File: src/rtl/rv32i_pkg.sv
package rv32i_pkg;

    // RV32I major opcodes seen by the back end
    typedef enum logic [6:0] {
        op_lui   = 7'b0110111,  // Load upper immediate
        op_auipc = 7'b0010111,  // Add upper immediate to pc
        op_jal   = 7'b1101111,  // Jump and link
        op_jalr  = 7'b1100111,  // Jump and link register
        op_br    = 7'b1100011,  // Conditional branch
        op_load  = 7'b0000011,  // Loads
        op_store = 7'b0100011,  // Stores
        op_imm   = 7'b0010011,  // Register-immediate ALU ops
        op_reg   = 7'b0110011   // Register-register ALU ops
    } opcode_t;

    typedef enum logic [2:0] {
        lb  = 3'b000,           // Signed byte
        lh  = 3'b001,           // Signed halfword
        lw  = 3'b010,           // Full word
        lbu = 3'b100,           // Unsigned byte
        lhu = 3'b101            // Unsigned halfword
    } load_funct3_t;

    typedef enum logic [2:0] {
        sb = 3'b000,            // Byte store
        sh = 3'b001,            // Halfword store
        sw = 3'b010             // Word store
    } store_funct3_t;

    // Source of the register write value
    typedef enum logic [1:0] {
        alu   = 2'b00,          // ALU result
        u_imm = 2'b01,          // U-type immediate
        cmp   = 2'b10,          // Comparison bit
        mdr   = 2'b11           // Extended load data
    } wb_sel_t;

    typedef struct packed {
        logic          mem_read;
        logic          mem_write;
        load_funct3_t  load_funct3;
        store_funct3_t store_funct3;
    } mem_ctrl_t;

    typedef struct packed {
        opcode_t    opcode;
        mem_ctrl_t  mem_ctrl;
        wb_sel_t    wb_sel;
        logic       reg_write;
        logic [4:0] rd;
    } ctrl_word_t;

    typedef struct packed {
        ctrl_word_t  ctrl;
        logic [31:0] alu_out;
        logic [31:0] mar;           // Effective byte address
        logic [31:0] mem_data_out;  // Store value before lane shift
        logic [31:0] u_imm;
        logic        cmp_out;
    } ex_mem_stage_t;

    typedef struct packed {
        ctrl_word_t  ctrl;
        logic [31:0] alu_out;
        logic [31:0] u_imm;
        logic        cmp_out;
        logic [31:0] mdr;           // Raw word from the bus
        logic [1:0]  byte_offset;
        logic        misaligned;
    } mem_wb_stage_t;

    typedef struct packed {
        logic [4:0]  rd;
        logic [31:0] rd_data;
        logic        reg_write;
        logic        trap;
    } wb_result_t;

    // Wishbone classic, master to slave
    typedef struct packed {
        logic        cyc;
        logic        stb;
        logic        we;
        logic [3:0]  sel;
        logic [29:0] adr;           // Word address
        logic [31:0] dat;
    } wb_m2s_t;

    // Wishbone classic, slave to master
    typedef struct packed {
        logic        ack;
        logic [31:0] dat;
    } wb_s2m_t;

endpackage

File: src/rtl/wb_stage.sv
`timescale 1ns/100ps

module wb_stage
    import rv32i_pkg::*;
(
    input  logic          clk,
    input  logic          rst,
    input  mem_wb_stage_t mem_out,
    input  logic          mem_valid,
    output wb_result_t    result,
    output logic          result_valid
);

    logic [7:0]  ld_byte;
    logic [15:0] ld_half;
    logic [31:0] ld_val;
    logic [31:0] wr_data;
    logic        is_store;
    logic        do_write;

    // Byte and halfword pick from the MDR
    always_comb begin
        case (mem_out.byte_offset)
            2'b00:   ld_byte = mem_out.mdr[7:0];
            2'b01:   ld_byte = mem_out.mdr[15:8];
            2'b10:   ld_byte = mem_out.mdr[23:16];
            default: ld_byte = mem_out.mdr[31:24];
        endcase
        ld_half = mem_out.byte_offset[1] ? mem_out.mdr[31:16] : mem_out.mdr[15:0];
    end

    // Sign or zero extension by load type
    always_comb begin
        case (mem_out.ctrl.mem_ctrl.load_funct3)
            lb:      ld_val = {{24{ld_byte[7]}}, ld_byte};
            lbu:     ld_val = {24'b0, ld_byte};
            lh:      ld_val = {{16{ld_half[15]}}, ld_half};
            lhu:     ld_val = {16'b0, ld_half};
            default: ld_val = mem_out.mdr;      // LW
        endcase
    end

    // Write value mux
    always_comb begin
        case (mem_out.ctrl.wb_sel)
            alu:     wr_data = mem_out.alu_out;
            u_imm:   wr_data = mem_out.u_imm;
            cmp:     wr_data = {31'b0, mem_out.cmp_out};
            default: wr_data = ld_val;
        endcase
    end

    assign is_store = (mem_out.ctrl.opcode == op_store);
    assign do_write = mem_out.ctrl.reg_write & ~is_store & ~mem_out.misaligned
                    & (mem_out.ctrl.rd != 5'd0);    // x0 stays zero

    always_ff @(posedge clk) begin
        if (rst) begin
            result_valid <= 1'b0;
        end else begin
            result_valid <= mem_valid;
        end
    end

    always_ff @(posedge clk) begin
        if (mem_valid) begin
            result.rd        <= mem_out.ctrl.rd;
            result.rd_data   <= wr_data;
            result.reg_write <= do_write;
            result.trap      <= mem_out.misaligned;  // Misaligned access trap
        end
    end

endmodule

File: config.mk
export PLATFORM = sky130hd
export DESIGN_NAME = wb_stage
export DESIGN_NICKNAME = d
export VERILOG_FILES = /design/src/rtl/rv32i_pkg.sv /design/src/rtl/wb_stage.sv
export SDC_FILE = /design/constraint.sdc
export NUM_CORES = 1
export LEC_CHECK = 0
export BUFFER_PORTS_ARGS = -buffer_cell sky130_fd_sc_hd__buf_4
export CAP_MARGIN = 20
export CORE_ASPECT_RATIO = 0.6
export CORE_MARGIN = 5
export CORE_UTILIZATION = 43
export CTS_CLUSTER_SIZE = 24
export DETAILED_ROUTE_END_ITERATION = 10
export PLACE_DENSITY_LB_ADDON = 0.15
export SLEW_MARGIN = 30
export SYNTH_ARGS = -nofsm -noshare
export SYNTH_HDL_FRONTEND = slang
export SYNTH_SLANG_ARGS = --single-unit
File: constraint.sdc
create_clock -name clk -period 1.9 [get_ports clk]
set_input_delay 0.095 -clock clk [delete_from_list [all_inputs] [get_ports clk]]
set_output_delay 0.095 -clock clk [all_outputs]
set_load 0.03 [all_outputs]
==> tab_implementation.tex <==
\begin{tabular}{lr}
\hline
Metric & Value \\
\hline
\multicolumn{2}{l}{\textbf{Cells and area}} \\
Leading cell type in the layout, fill and taps excluded & sky130\_fd\_sc\_hd\_\_buf\_4 \\
Share of layout cells above drive strength 1 & 0.482 \\
Area growth from synthesis to layout & 57.6\% \\
Antenna diodes & 0 \\
Most frequent cells in the layout & sky130\_fd\_sc\_hd\_\_buf\_4, sky130\_fd\_sc\_hd\_\_edfxtp\_1, sky130\_fd\_sc\_hd\_\_mux2i\_1 \\
Final non-filler cell total & around 480 \\
Area taken by multi-input logic gates & 1220 sq um \\
Register Area & between 1000 and 1500 sq um \\
Filler Cell Count & between 400 and 500 \\
Total number of nets in the final design & 523 \\
\multicolumn{2}{l}{\textbf{Global route}} \\
Number of global-route vias before repair & between 2000 and 3000 \\
Congestion Overflow GR & 0 \\
Antenna violations before repair & 0 \\
Wire length of the first global-routing pass & between 10000 and 15000 microns \\
Pin count of the biggest net entering global routing & 41 \\
Total global-route track usage & 0.229 \\
\multicolumn{2}{l}{\textbf{Yosys}} \\
Share of synthesized area occupied by flip-flops and latches & 0.472 \\
Distinct cell type count of the synthesized netlist & 34 \\
Syn Inst Count & roughly 240 \\
Post-synthesis register bit count & 40 \\
Synthesized area & between 2000 and 3000 sq um \\
Mean instance size in the synthesized netlist & between 10 and 15 sq um \\
Synth warn & 0 \\
Synthesized Nets & between 300 and 400 \\
\multicolumn{2}{l}{\textbf{Min path}} \\
Critical hold path startpoint & mem\_out[30] \\
Class of the tightest hold or removal check & in -> reg \\
Count of cells along the worst hold path & 3 \\
Terminating pin of the worst hold path & result[29] \\
\multicolumn{2}{l}{\textbf{Timing}} \\
Min Hold Slack & roughly 120 ps \\
Number of failing setup endpoints in the final timing report & 0 \\
Ratio of final minimum period to clock period & 0.789 \\
Slew HR & 0.591 \\
Max-slew violations & 0 \\
Fmax achieved & approximately 670 MHz \\
Transition time at the pin with the least slew margin & approximately 610 ps \\
Final hold violation count & 0 \\
Minimum clock period & between 1000 and 1500 ps \\
Fin Setup TNS & 0 ps \\
Unrepaired setup endpoints after global routing & no \\
\multicolumn{2}{l}{\textbf{Run status}} \\
Outcome & complete, no violations \\
\multicolumn{2}{l}{\textbf{Clock network}} \\
Clk buf depth & 2 \\
Clk root buf & sky130\_fd\_sc\_hd\_\_clkbuf\_8 \\
CTS buffer count & 5 \\
Number of clock sinks & 40 \\
Buffer count from post-CTS setup fixing & 0 \\
Count of instances resized after the clock tree is built & 0 \\
CTS tree & yes \\
H-tree lvl count & 2 \\
Clock transition time at the flip-flop clock pins of the worst setup and hold paths & 80 ps \\
\multicolumn{2}{l}{\textbf{Die}} \\
Chip Width & between 100 and 150 microns \\
Y dimension of the die & $\sim$69 microns \\
Row cnt & 21 \\
Initial Utilization & 0.449 \\
Die Footprint & $\sim$7600 sq um \\
Standard cell core area & between 5000 and 6000 sq um \\
IO Count & 166 \\
\multicolumn{2}{l}{\textbf{Setup path}} \\
Required time worst endpoint & between 1500 and 2000 ps \\
Highest fanout seen on the critical path & 2 \\
Critical path launch point type & primary input \\
Kind of end point of the critical path & register \\
Type of the worst setup path & in -> reg \\
Worst Path Arrival & between 1500 and 2000 ps \\
\multicolumn{2}{l}{\textbf{Routing}} \\
Final routed DRC violation total & 0 \\
First drt pass iteration count & 4 \\
Detailed-route vias per instance & 5.27 \\
Total wirelength of the detailed-routed design & between 8000 and 9000 microns \\
Total via count in the routed design & roughly 2500 \\
Detailed Route Iter0 Violations & about 140 \\
Number of nets still failing antenna checks after routing & 0 \\
Average wire per cell in the routed design & 18.3 microns \\
\multicolumn{2}{l}{\textbf{Placement}} \\
DP Wirelength & 6800 microns \\
Final weighted congestion in routability-driven placement & 0.891 \\
Placed cell count & 463 \\
Number of port buffers & 160 \\
\multicolumn{2}{l}{\textbf{Power and ir drop}} \\
Cell leakage power & 0.00180 uW \\
Power Density & approximately 650 nW/um\^{}2 \\
Worst IR drop on VDD & 0.000364 V \\
\multicolumn{2}{l}{\textbf{Flow run}} \\
Max\_cap viols & 0 \\
\hline
\end{tabular}
## metal layers
metal | GRT usage | up-vias | wire length (microns)
li1 | - | 1216 | -
met1 | 0.307 | 1165 | 3630
met2 | 0.359 | 131 | 4070
met3 | 0.0819 | 8 | 951
met4 | 0.0406 | 0 | 92
met5 | 0 | - | 0
## power breakdown
part           switching (uW)  internal, uW
Clock                     302           390
Combinational             429           388
Sequential               23.5          1070
## per-stage QoR
step           utilization  power [uW]  setup slack, ps  area [sq um]
6_report             0.708        2600              400          3980
5_1_grt              0.708        2710              387          3980
4_1_cts              0.708        2620              409          3980
3_5_place_dp         0.676        1920              284          3800
3_3_place_gp         0.676        1900              361          3800
2_1_floorplan            -        1510              562          2530
## critical path: stages
cell and delay, ps:
sky130_fd_sc_hd__dlygate4sd3_1 550, sky130_fd_sc_hd__buf_4 140, sky130_fd_sc_hd__or4_1 530, sky130_fd_sc_hd__nor2_1 150, sky130_fd_sc_hd__nor4b_1 70
## registers in the layout (all words and copies together), names as in the netlist
signal        cells
result_valid      1
result           39
## Yosys cell counts
cell type / number / share of area
sky130_fd_sc_hd__nand2b_1: 8 / 0.020
sky130_fd_sc_hd__o211ai_1: 6 / 0.018
sky130_fd_sc_hd__mux2_2: 8 / 0.036
sky130_fd_sc_hd__mux2i_1: 36 / 0.14
sky130_fd_sc_hd__and2_1: 1 / 0.0025
sky130_fd_sc_hd__nand3b_1: 2 / 0.0059
sky130_fd_sc_hd__a211oi_1: 1 / 0.0030
sky130_fd_sc_hd__nand2_1: 25 / 0.037
sky130_fd_sc_hd__buf_2: 5 / 0.0099
sky130_fd_sc_hd__nor2_1: 13 / 0.019
sky130_fd_sc_hd__nor4b_1: 1 / 0.0035
sky130_fd_sc_hd__and3_1: 1 / 0.0025
sky130_fd_sc_hd__buf_6: 1 / 0.0045
sky130_fd_sc_hd__o32ai_1: 7 / 0.024
sky130_fd_sc_hd__o22ai_1: 3 / 0.0074
sky130_fd_sc_hd__dfxtp_1: 1 / 0.0079
sky130_fd_sc_hd__o31ai_1: 1 / 0.0030
sky130_fd_sc_hd__or4_1: 2 / 0.0059
sky130_fd_sc_hd__o21ai_0: 12 / 0.024
sky130_fd_sc_hd__o311a_1: 1 / 0.0040
sky130_fd_sc_hd__nor2b_1: 4 / 0.0099
sky130_fd_sc_hd__clkbuf_1: 11 / 0.016
sky130_fd_sc_hd__o211ai_2: 10 / 0.050
sky130_fd_sc_hd__nor3b_1: 1 / 0.0030
sky130_fd_sc_hd__a21oi_1: 8 / 0.016
sky130_fd_sc_hd__or4b_2: 1 / 0.0040
sky130_fd_sc_hd__a31oi_1: 4 / 0.0099
sky130_fd_sc_hd__or3_1: 2 / 0.0050
sky130_fd_sc_hd__nand4_1: 5 / 0.012
sky130_fd_sc_hd__buf_1: 1 / 0.0015
sky130_fd_sc_hd__edfxtp_1: 39 / 0.46
sky130_fd_sc_hd__nor3_1: 1 / 0.0020
sky130_fd_sc_hd__inv_1: 8 / 0.012
sky130_fd_sc_hd__o21bai_1: 5 / 0.015
## repair_timing
item | 4_1_cts | 5_1_grt
endpoints found under the hold margin | 7 | 0
endpoints found under the setup margin | 0 | 0
hold buffers | 7 | 0
## worst max path at each step
stage	from	endpoint	slack (ps)
after floorplan	mem_out[106]	result[22]	560
after global placement	mem_out[2]	result[32]	360
after detailed placement	mem_out[111]	result[8]	280
after CTS	mem_out[100]	result[1]	410
after global routing	mem_out[103]	result[1]	390
final	mem_out[103]	result[1]	400
## cells by family after synthesis
| logic type | share of synthesized area |
|---|---|
| flip-flops | 0.472 |
| AND/OR/NAND/NOR | 0.133 |
| buffers and inverters | 0.0441 |
| AO/OA/AOI/OAI | 0.173 |
| multiplexers | 0.178 |
## final cells by class
| type | count | share of cell area |
|---|---|---|
| Clock inverter | 2 | 0.00880 |
| Clock buffer | 6 | 0.0182 |
| Tap cell | 80 | 0.0251 |
| Inverter | 8 | 0.00754 |
| Timing Repair Buffer | 173 | 0.334 |
| Sequential cell | 40 | 0.299 |
| Multi-Input combinational cell | 169 | 0.307 |
Note: power is estimated with default switching activity, not from simulation.
