**src/rtl/rv32i_pkg.sv**
```systemverilog
package rv32i_pkg;

    // RV32I major opcodes seen by the back end
    typedef enum logic [6:0] {
        op_lui   = 7'b0110111,  // Load upper immediate
        op_auipc = 7'b0010111,  // Add upper immediate to pc
        op_jal   = 7'b1101111,  // Jump and link
        op_jalr  = 7'b1100111,  // Jump and link register
        op_br    = 7'b1100011,  // Conditional branch
        op_load  = 7'b0000011,  // Loads
        op_store = 7'b0100011,  // Stores
        op_imm   = 7'b0010011,  // Register-immediate ALU ops
        op_reg   = 7'b0110011   // Register-register ALU ops
    } opcode_t;

    typedef enum logic [2:0] {
        lb  = 3'b000,           // Signed byte
        lh  = 3'b001,           // Signed halfword
        lw  = 3'b010,           // Full word
        lbu = 3'b100,           // Unsigned byte
        lhu = 3'b101            // Unsigned halfword
    } load_funct3_t;

    typedef enum logic [2:0] {
        sb = 3'b000,            // Byte store
        sh = 3'b001,            // Halfword store
        sw = 3'b010             // Word store
    } store_funct3_t;

    // Source of the register write value
    typedef enum logic [1:0] {
        alu   = 2'b00,          // ALU result
        u_imm = 2'b01,          // U-type immediate
        cmp   = 2'b10,          // Comparison bit
        mdr   = 2'b11           // Extended load data
    } wb_sel_t;

    typedef struct packed {
        logic          mem_read;
        logic          mem_write;
        load_funct3_t  load_funct3;
        store_funct3_t store_funct3;
    } mem_ctrl_t;

    typedef struct packed {
        opcode_t    opcode;
        mem_ctrl_t  mem_ctrl;
        wb_sel_t    wb_sel;
        logic       reg_write;
        logic [4:0] rd;
    } ctrl_word_t;

    typedef struct packed {
        ctrl_word_t  ctrl;
        logic [31:0] alu_out;
        logic [31:0] mar;           // Effective byte address
        logic [31:0] mem_data_out;  // Store value before lane shift
        logic [31:0] u_imm;
        logic        cmp_out;
    } ex_mem_stage_t;

    typedef struct packed {
        ctrl_word_t  ctrl;
        logic [31:0] alu_out;
        logic [31:0] u_imm;
        logic        cmp_out;
        logic [31:0] mdr;           // Raw word from the bus
        logic [1:0]  byte_offset;
        logic        misaligned;
    } mem_wb_stage_t;

    typedef struct packed {
        logic [4:0]  rd;
        logic [31:0] rd_data;
        logic        reg_write;
        logic        trap;
    } wb_result_t;

    // Wishbone classic, master to slave
    typedef struct packed {
        logic        cyc;
        logic        stb;
        logic        we;
        logic [3:0]  sel;
        logic [29:0] adr;           // Word address
        logic [31:0] dat;
    } wb_m2s_t;

    // Wishbone classic, slave to master
    typedef struct packed {
        logic        ack;
        logic [31:0] dat;
    } wb_s2m_t;

endpackage

```
**src/rtl/mem_stage.sv**
```systemverilog
`timescale 1ns/100ps

module mem_stage
    import rv32i_pkg::*;
(
    input  logic          clk,
    input  logic          rst,
    input  logic          in_valid,
    input  ex_mem_stage_t ex_mem,
    output logic          in_ready,
    output wb_m2s_t       bus_m2s,
    input  wb_s2m_t       bus_s2m,
    output mem_wb_stage_t mem_out,
    output logic          mem_valid
);

    typedef enum logic {
        st_idle,                    // Ready for a new operation
        st_bus                      // Wishbone cycle open
    } state_t;

    state_t      state;
    mem_ctrl_t   mc;
    logic [1:0]  offset;
    logic        accept;
    logic        is_mem;
    logic        misaligned;
    logic        start_bus;
    logic [31:0] st_data;
    logic [3:0]  st_sel;

    logic        bus_act;           // Drives cyc and stb together
    logic        bus_we;
    logic [3:0]  bus_sel;
    logic [29:0] bus_adr;
    logic [31:0] bus_dat;

    ctrl_word_t  ctrl_q;
    logic [31:0] alu_q;
    logic [31:0] uimm_q;
    logic        cmp_q;
    logic [31:0] mdr_q;             // Memory data register
    logic [1:0]  off_q;
    logic        mis_q;

    assign mc        = ex_mem.ctrl.mem_ctrl;
    assign offset    = ex_mem.mar[1:0];
    assign in_ready  = (state == st_idle);  // Low while the bus is busy
    assign accept    = in_valid & in_ready;
    assign is_mem    = mc.mem_read | mc.mem_write;
    assign start_bus = is_mem & ~misaligned; // Misaligned ops never reach the bus

    // Natural alignment check for halfword and word accesses
    always_comb begin
        misaligned = 1'b0;
        if (mc.mem_read) begin
            case (mc.load_funct3)
                lh, lhu: misaligned = offset[0];
                lw:      misaligned = |offset;
                default: misaligned = 1'b0;     // Bytes always aligned
            endcase
        end else if (mc.mem_write) begin
            case (mc.store_funct3)
                sh:      misaligned = offset[0];
                sw:      misaligned = |offset;
                default: misaligned = 1'b0;
            endcase
        end
    end

    // Lane shift and byte selects
    always_comb begin
        st_data = ex_mem.mem_data_out;
        st_sel  = 4'b1111;                      // Reads fetch the whole word
        if (mc.mem_write) begin
            case (mc.store_funct3)
                sb: begin
                    st_data = ex_mem.mem_data_out << {offset, 3'b000};
                    st_sel  = 4'b0001 << offset;
                end
                sh: begin
                    st_data = ex_mem.mem_data_out << {offset[1], 4'b0000};
                    st_sel  = 4'b0011 << {offset[1], 1'b0};  // Lanes 0-1 or 2-3
                end
                default: begin
                    st_data = ex_mem.mem_data_out;
                    st_sel  = 4'b1111;
                end
            endcase
        end
    end

    // Idle/bus FSM and memory data register
    always_ff @(posedge clk) begin
        if (rst) begin
            state     <= st_idle;
            bus_act   <= 1'b0;
            mem_valid <= 1'b0;
            mdr_q     <= '0;
        end else begin
            mem_valid <= 1'b0;                  // One-cycle pulse
            case (state)
                st_idle: begin
                    if (accept && start_bus) begin
                        state   <= st_bus;
                        bus_act <= 1'b1;        // Open cycle at E0
                    end else if (accept) begin
                        mem_valid <= 1'b1;      // No bus, done next cycle
                    end
                end
                st_bus: begin
                    if (bus_s2m.ack) begin
                        state     <= st_idle;
                        bus_act   <= 1'b0;      // Drop cyc and stb on ack
                        mem_valid <= 1'b1;
                        if (!bus_we) begin
                            mdr_q <= bus_s2m.dat;   // Capture read word
                        end
                    end
                end
                default: state <= st_idle;
            endcase
        end
    end

    // Request and record payload, held until the next accept
    always_ff @(posedge clk) begin
        if (accept) begin
            bus_we  <= mc.mem_write;
            bus_sel <= st_sel;
            bus_adr <= ex_mem.mar[31:2];
            bus_dat <= st_data;
            ctrl_q  <= ex_mem.ctrl;
            alu_q   <= ex_mem.alu_out;
            uimm_q  <= ex_mem.u_imm;
            cmp_q   <= ex_mem.cmp_out;
            off_q   <= offset;
            mis_q   <= misaligned;
        end
    end

    always_comb begin
        bus_m2s.cyc = bus_act;
        bus_m2s.stb = bus_act;
        bus_m2s.we  = bus_we;
        bus_m2s.sel = bus_sel;
        bus_m2s.adr = bus_adr;
        bus_m2s.dat = bus_dat;
    end

    always_comb begin
        mem_out.ctrl        = ctrl_q;
        mem_out.alu_out     = alu_q;
        mem_out.u_imm       = uimm_q;
        mem_out.cmp_out     = cmp_q;
        mem_out.mdr         = mdr_q;
        mem_out.byte_offset = off_q;
        mem_out.misaligned  = mis_q;
    end

endmodule

```
**config.mk**
```make
export PLATFORM = sky130hd
export DESIGN_NAME = mem_stage
export DESIGN_NICKNAME = d
export VERILOG_FILES = /design/src/rtl/rv32i_pkg.sv /design/src/rtl/mem_stage.sv
export SDC_FILE = /design/constraint.sdc
export NUM_CORES = 1
export LEC_CHECK = 0
export BUFFER_PORTS_ARGS = -buffer_cell sky130_fd_sc_hd__buf_4
export CAP_MARGIN = 10
export CELL_PAD_IN_SITES_DETAIL_PLACEMENT = 0
export CELL_PAD_IN_SITES_GLOBAL_PLACEMENT = 1
export CORE_ASPECT_RATIO = 0.9
export CORE_MARGIN = 2
export CORE_UTILIZATION = 28
export CTS_CLUSTER_SIZE = 20
export DETAILED_ROUTE_END_ITERATION = 16
export GPL_ROUTABILITY_DRIVEN = 0
export PLACE_DENSITY = 0.67
export SLEW_MARGIN = 20
export SYNTH_ARGS = -nofsm -noshare
export SYNTH_HDL_FRONTEND = slang
export SYNTH_SLANG_ARGS = --single-unit
```
**constraint.sdc**
```tcl
create_clock -name clk -period 5.08 [get_ports clk]
set_input_delay 1.016 -clock clk [delete_from_list [all_inputs] [get_ports clk]]
set_output_delay 1.016 -clock clk [all_outputs]
set_load 0.01 [all_outputs]
```
==> summary.md <==
| Metric | Value |
|---|---|
| Maximum fanout encountered on the critical timing path | `24` |
| Inserted Diodes | `0` |
| Post-route clock period utilization | `0.513` |
| Routed via count | `5,081` |
| Wire length of the first global-routing pass | `31.1 mm` |
| Routed metal-1 wirelength | `8.59 mm` |
| Detailed-routed wire length on met2 | `11.6 mm` |
| Gate count of the mapped netlist | `452` |
| Number of setup buffers added after CTS | `0` |
| Proportion of power drawn by combinational gates | `0.116` |
| Clk slew on worst S/H paths | `0.08 ns` |
| NetSw | `952 uW` |
| Height of the die | `153 um` |
| Worst-Margin Slew | `1.07 ns` |
| Largest stage delay on the critical path | `0.85 ns` |
| Final setup viols | `0` |
| Max-cap violations | `0` |
| Worst hold path type | `reg2reg` |
| Initial DRC Count | `355` |
| TritonCTS clock tree | `built` |
| Routed length per placed instance | `19.2 um` |
| Synth area leader | `edfxtp_1` |
| Setup repair after global routing missed its margin | `false` |
| Power density relative to cell area | `349 nW/um2` |
| Cell type group with the largest total delay on the critical path | `simple AND/OR/NAND/NOR gates` |
| Critical path arrival | `2.74 ns` |
| Top layer reached by signal wires | `met5` |
| Total global routing track utilization | `0.162` |
| Mean post-synth cell area | `15.3 um2` |
| Number of nets in the final layout | `1,014` |
| Highest ir drop seen on vdd | `228 uV` |
| Post-layout instance area | `10,700 um2` |
| Routed length on met3 | `1.42 mm` |
| Starting Density | `0.285` |
| Required arrival time at the worst endpoint | `5.22 ns` |
| Clock tree root driver cell | `clkbuf_16` |
| Clock Skews | `0.00822 ns` |
| Core area | `24,300 um2` |
| Antenna violation net count after detailed routing | `0` |
| Headroom to the max-slew limit | `0.284` |
| Final critical path time including I/O delays and setup | `2.61 ns` |
| I/O pin count | `382` |
| Syn Std Cell Area | `6910 um2` |
| Switching Share | `0.256` |
| Residual overflow from global routing | `0` |
| Number of CTS-inserted buffers | `17` |
| Initial antenna violation count | `1` |
| Leading cell types by total area after synthesis | `edfxtp_1 (68%), dfxtp_1 (10%), nand2_1 (4.2%), a21oi_1 (2.8%), mux2i_1 (2.0%)` |
| Internal power contribution | `2.77 mW` |
| Number of placement rows | `54` |
| Result of the run | `completed` |
| Total die area | `25,900 um2` |
| Number of synthesized register bits | `192` |
| Area added between synthesis and finish | `54.2%` |
| Final hold vios | `0` |
| H-tree lvl count | `4` |
| DP HPWL | `16.3 mm` |
| Total negative slack for setup checks | `0 ns` |
| Share of total power in sequential cells | `0.495` |
| Sequential share of the synthesized area | `0.784` |
| WL final | `22.0 mm` |
| Slowest CP cell | `and2_1` |
| CP endpoint kind | `flip-flop` |
| Max Buffers Root-to-Sink | `2` |
| Fraction of post-synthesis cell area in the top cell type by area | `0.682` |
| Insertion delay of the later-clocked pin in the worst-skew pair | `0.44 ns` |
| Total of hold buffers inserted after clock tree synthesis | `0` |
| Port Buf Inserts | `381` |
| Leakage power total | `4.41 nW` |
| Average vias per placed instance | `4.43` |
| Startpoint type of the worst setup path | `input pin` |
| Largest net degree at the start of global routing | `112` |
| Share of cells above drive strength 1 | `0.511` |
| Number of gates resized after CTS | `0` |
| Number of optimization iterations in the first detailed-route pass | `4` |
| Number of buffers and inverters on the critical path | `1` |
| Placed cell areas | `10,000 um2` |
| Synthesized netlist net count | `640` |
| Maximum achievable frequency | `384 MHz` |
| Critical setup path kind | `in2reg` |
| Number of remaining DRC errors | `0` |
| Via count of the first global-routing pass | `4,945` |
| Post-synth cell types | `41` |
| Total power | `3.72 mW` |
| Total count of max-transition violations in the final report | `0` |
| Number of warning messages in the yosys log | `0` |
| Crit path cell chain | `buf_4 -> nor3b_4 -> and2_1 -> mux2i_1 -> o22ai_1` |
| Clock sink total | `192` |
| X dimension of the die | `170 um` |
| Clock group share of total power | `0.390` |
==> power groups by stage <==
stage / clock, mW / combinational, mW / sequential [mW]
floorplan: 0 / 0.102 / 1.93
global placement: 0 / 0.433 / 1.87
detailed placement: 0 / 0.438 / 1.88
CTS: 1.49 / 0.439 / 1.84
global route: 1.55 / 0.460 / 1.85
finish: 1.45 / 0.431 / 1.84
==> sequential cells by signal, summed over array words and instances (netlist names) <==
| register | flops |
|---|---|
| bus_adr | 30 |
| cmp_q | 1 |
| alu_q | 32 |
| state | 1 |
| mem_valid | 1 |
| bus_act | 1 |
| uimm_q | 32 |
| bus_sel | 4 |
| mis_q | 1 |
| mdr_q | 32 |
| bus_dat | 32 |
| mem_out | 23 |
| off_q | 2 |
==> area by class of cell <==
type | instances | area, um2
fillers | 2292 | 13600
flip-flops and latches | 192 | 5420
repair buffers | 384 | 2880
multi-input cells | 217 | 1260
clock buffers | 17 | 425
well taps | 308 | 385
clock inverters | 15 | 220
inverters | 14 | 57.6
==> placed cells by master (no fill, tap or decap), drive strengths merged, types with 2 or more instances in the layout <==
cell type / n
a21oi: 39
buf: 384
edfxtp: 157
clkinv: 5
o21ai: 12
clkbuf: 17
mux2i: 14
o22ai: 8
o31ai: 3
dfxtp: 35
nor4bb: 2
a221oi: 8
a22oi: 16
and2: 9
inv: 23
nand2: 77
nor2: 14
==> stage by stage <==
| stage | hold WS (ns) | std cells | worst slack (ns) | util |
|---|---|---|---|---|
| detailed placement | 0.449 | 1115 | 2.06 | 0.412 |
| global placement | 0.442 | 1115 | 2.07 | 0.412 |
| global route | 0.475 | 1147 | 2.35 | 0.439 |
| CTS | 0.460 | 1147 | 2.50 | 0.439 |
| finish | 0.456 | 1147 | 2.47 | 0.439 |
| floorplan | 0.481 | 452 | 0.425 | - |
==> path summary, 6_finish.rpt <==
check                            startpoint          end  slack, ns  cells after the start
worst max-delay path            ex_mem[138]  bus_dat[18]       2.47                      5
worst min-delay path               mdr_q[3]     mdr_q[3]       0.46                      2
worst max register to register        state  bus_adr[23]       2.88                      4
worst min register to register     mdr_q[3]     mdr_q[3]       0.46                      2
==> cells by family (layout without fill, tap and decap cells) <==
kind of cell / Yosys count / count (layout) / synth area share
buffers and inverters: 43 / 430 / 0.0335
AOI/OAI and AO/OA: 92 / 92 / 0.0864
and+or+nand+nor: 110 / 110 / 0.0743
DFF: 192 / 192 / 0.784
muxes: 15 / 15 / 0.0219
==> worst reg2reg max path, delay by kind of cell (launching register included) <==
family	cells	cell delay, ns
buffers and inverters	3	1.39
and+or+nand+nor	1	0.15
DFF	1	0.34
==> per-layer routing <==
layer,up-vias,global-route usage
li1,2414,-
met1,2431,0.190
met2,211,0.287
met3,23,0.0448
met4,2,0.0513
met5,-,0
==> cell usage after synthesis, drive strengths merged <==
cell	n
a21oi	39
dfxtp	35
nand2b	1
a22oi	16
clkbuf	14
nor2	14
buf	15
and3b	1
nand2	77
mux2	1
or3b	1
edfxtp	157
a221o	1
a211o	1
a211oi	1
a221oi	8
or2	1
o2111ai	1
nand3	1
o21ai	12
and2b	1
o31ai	3
and2	9
nor4b	1
nor4bb	2
mux2i	14
inv	14
a31oi	1
a21boi	1
nor3b	1
o22ai	8
Power figures use the tool's default switching activity.
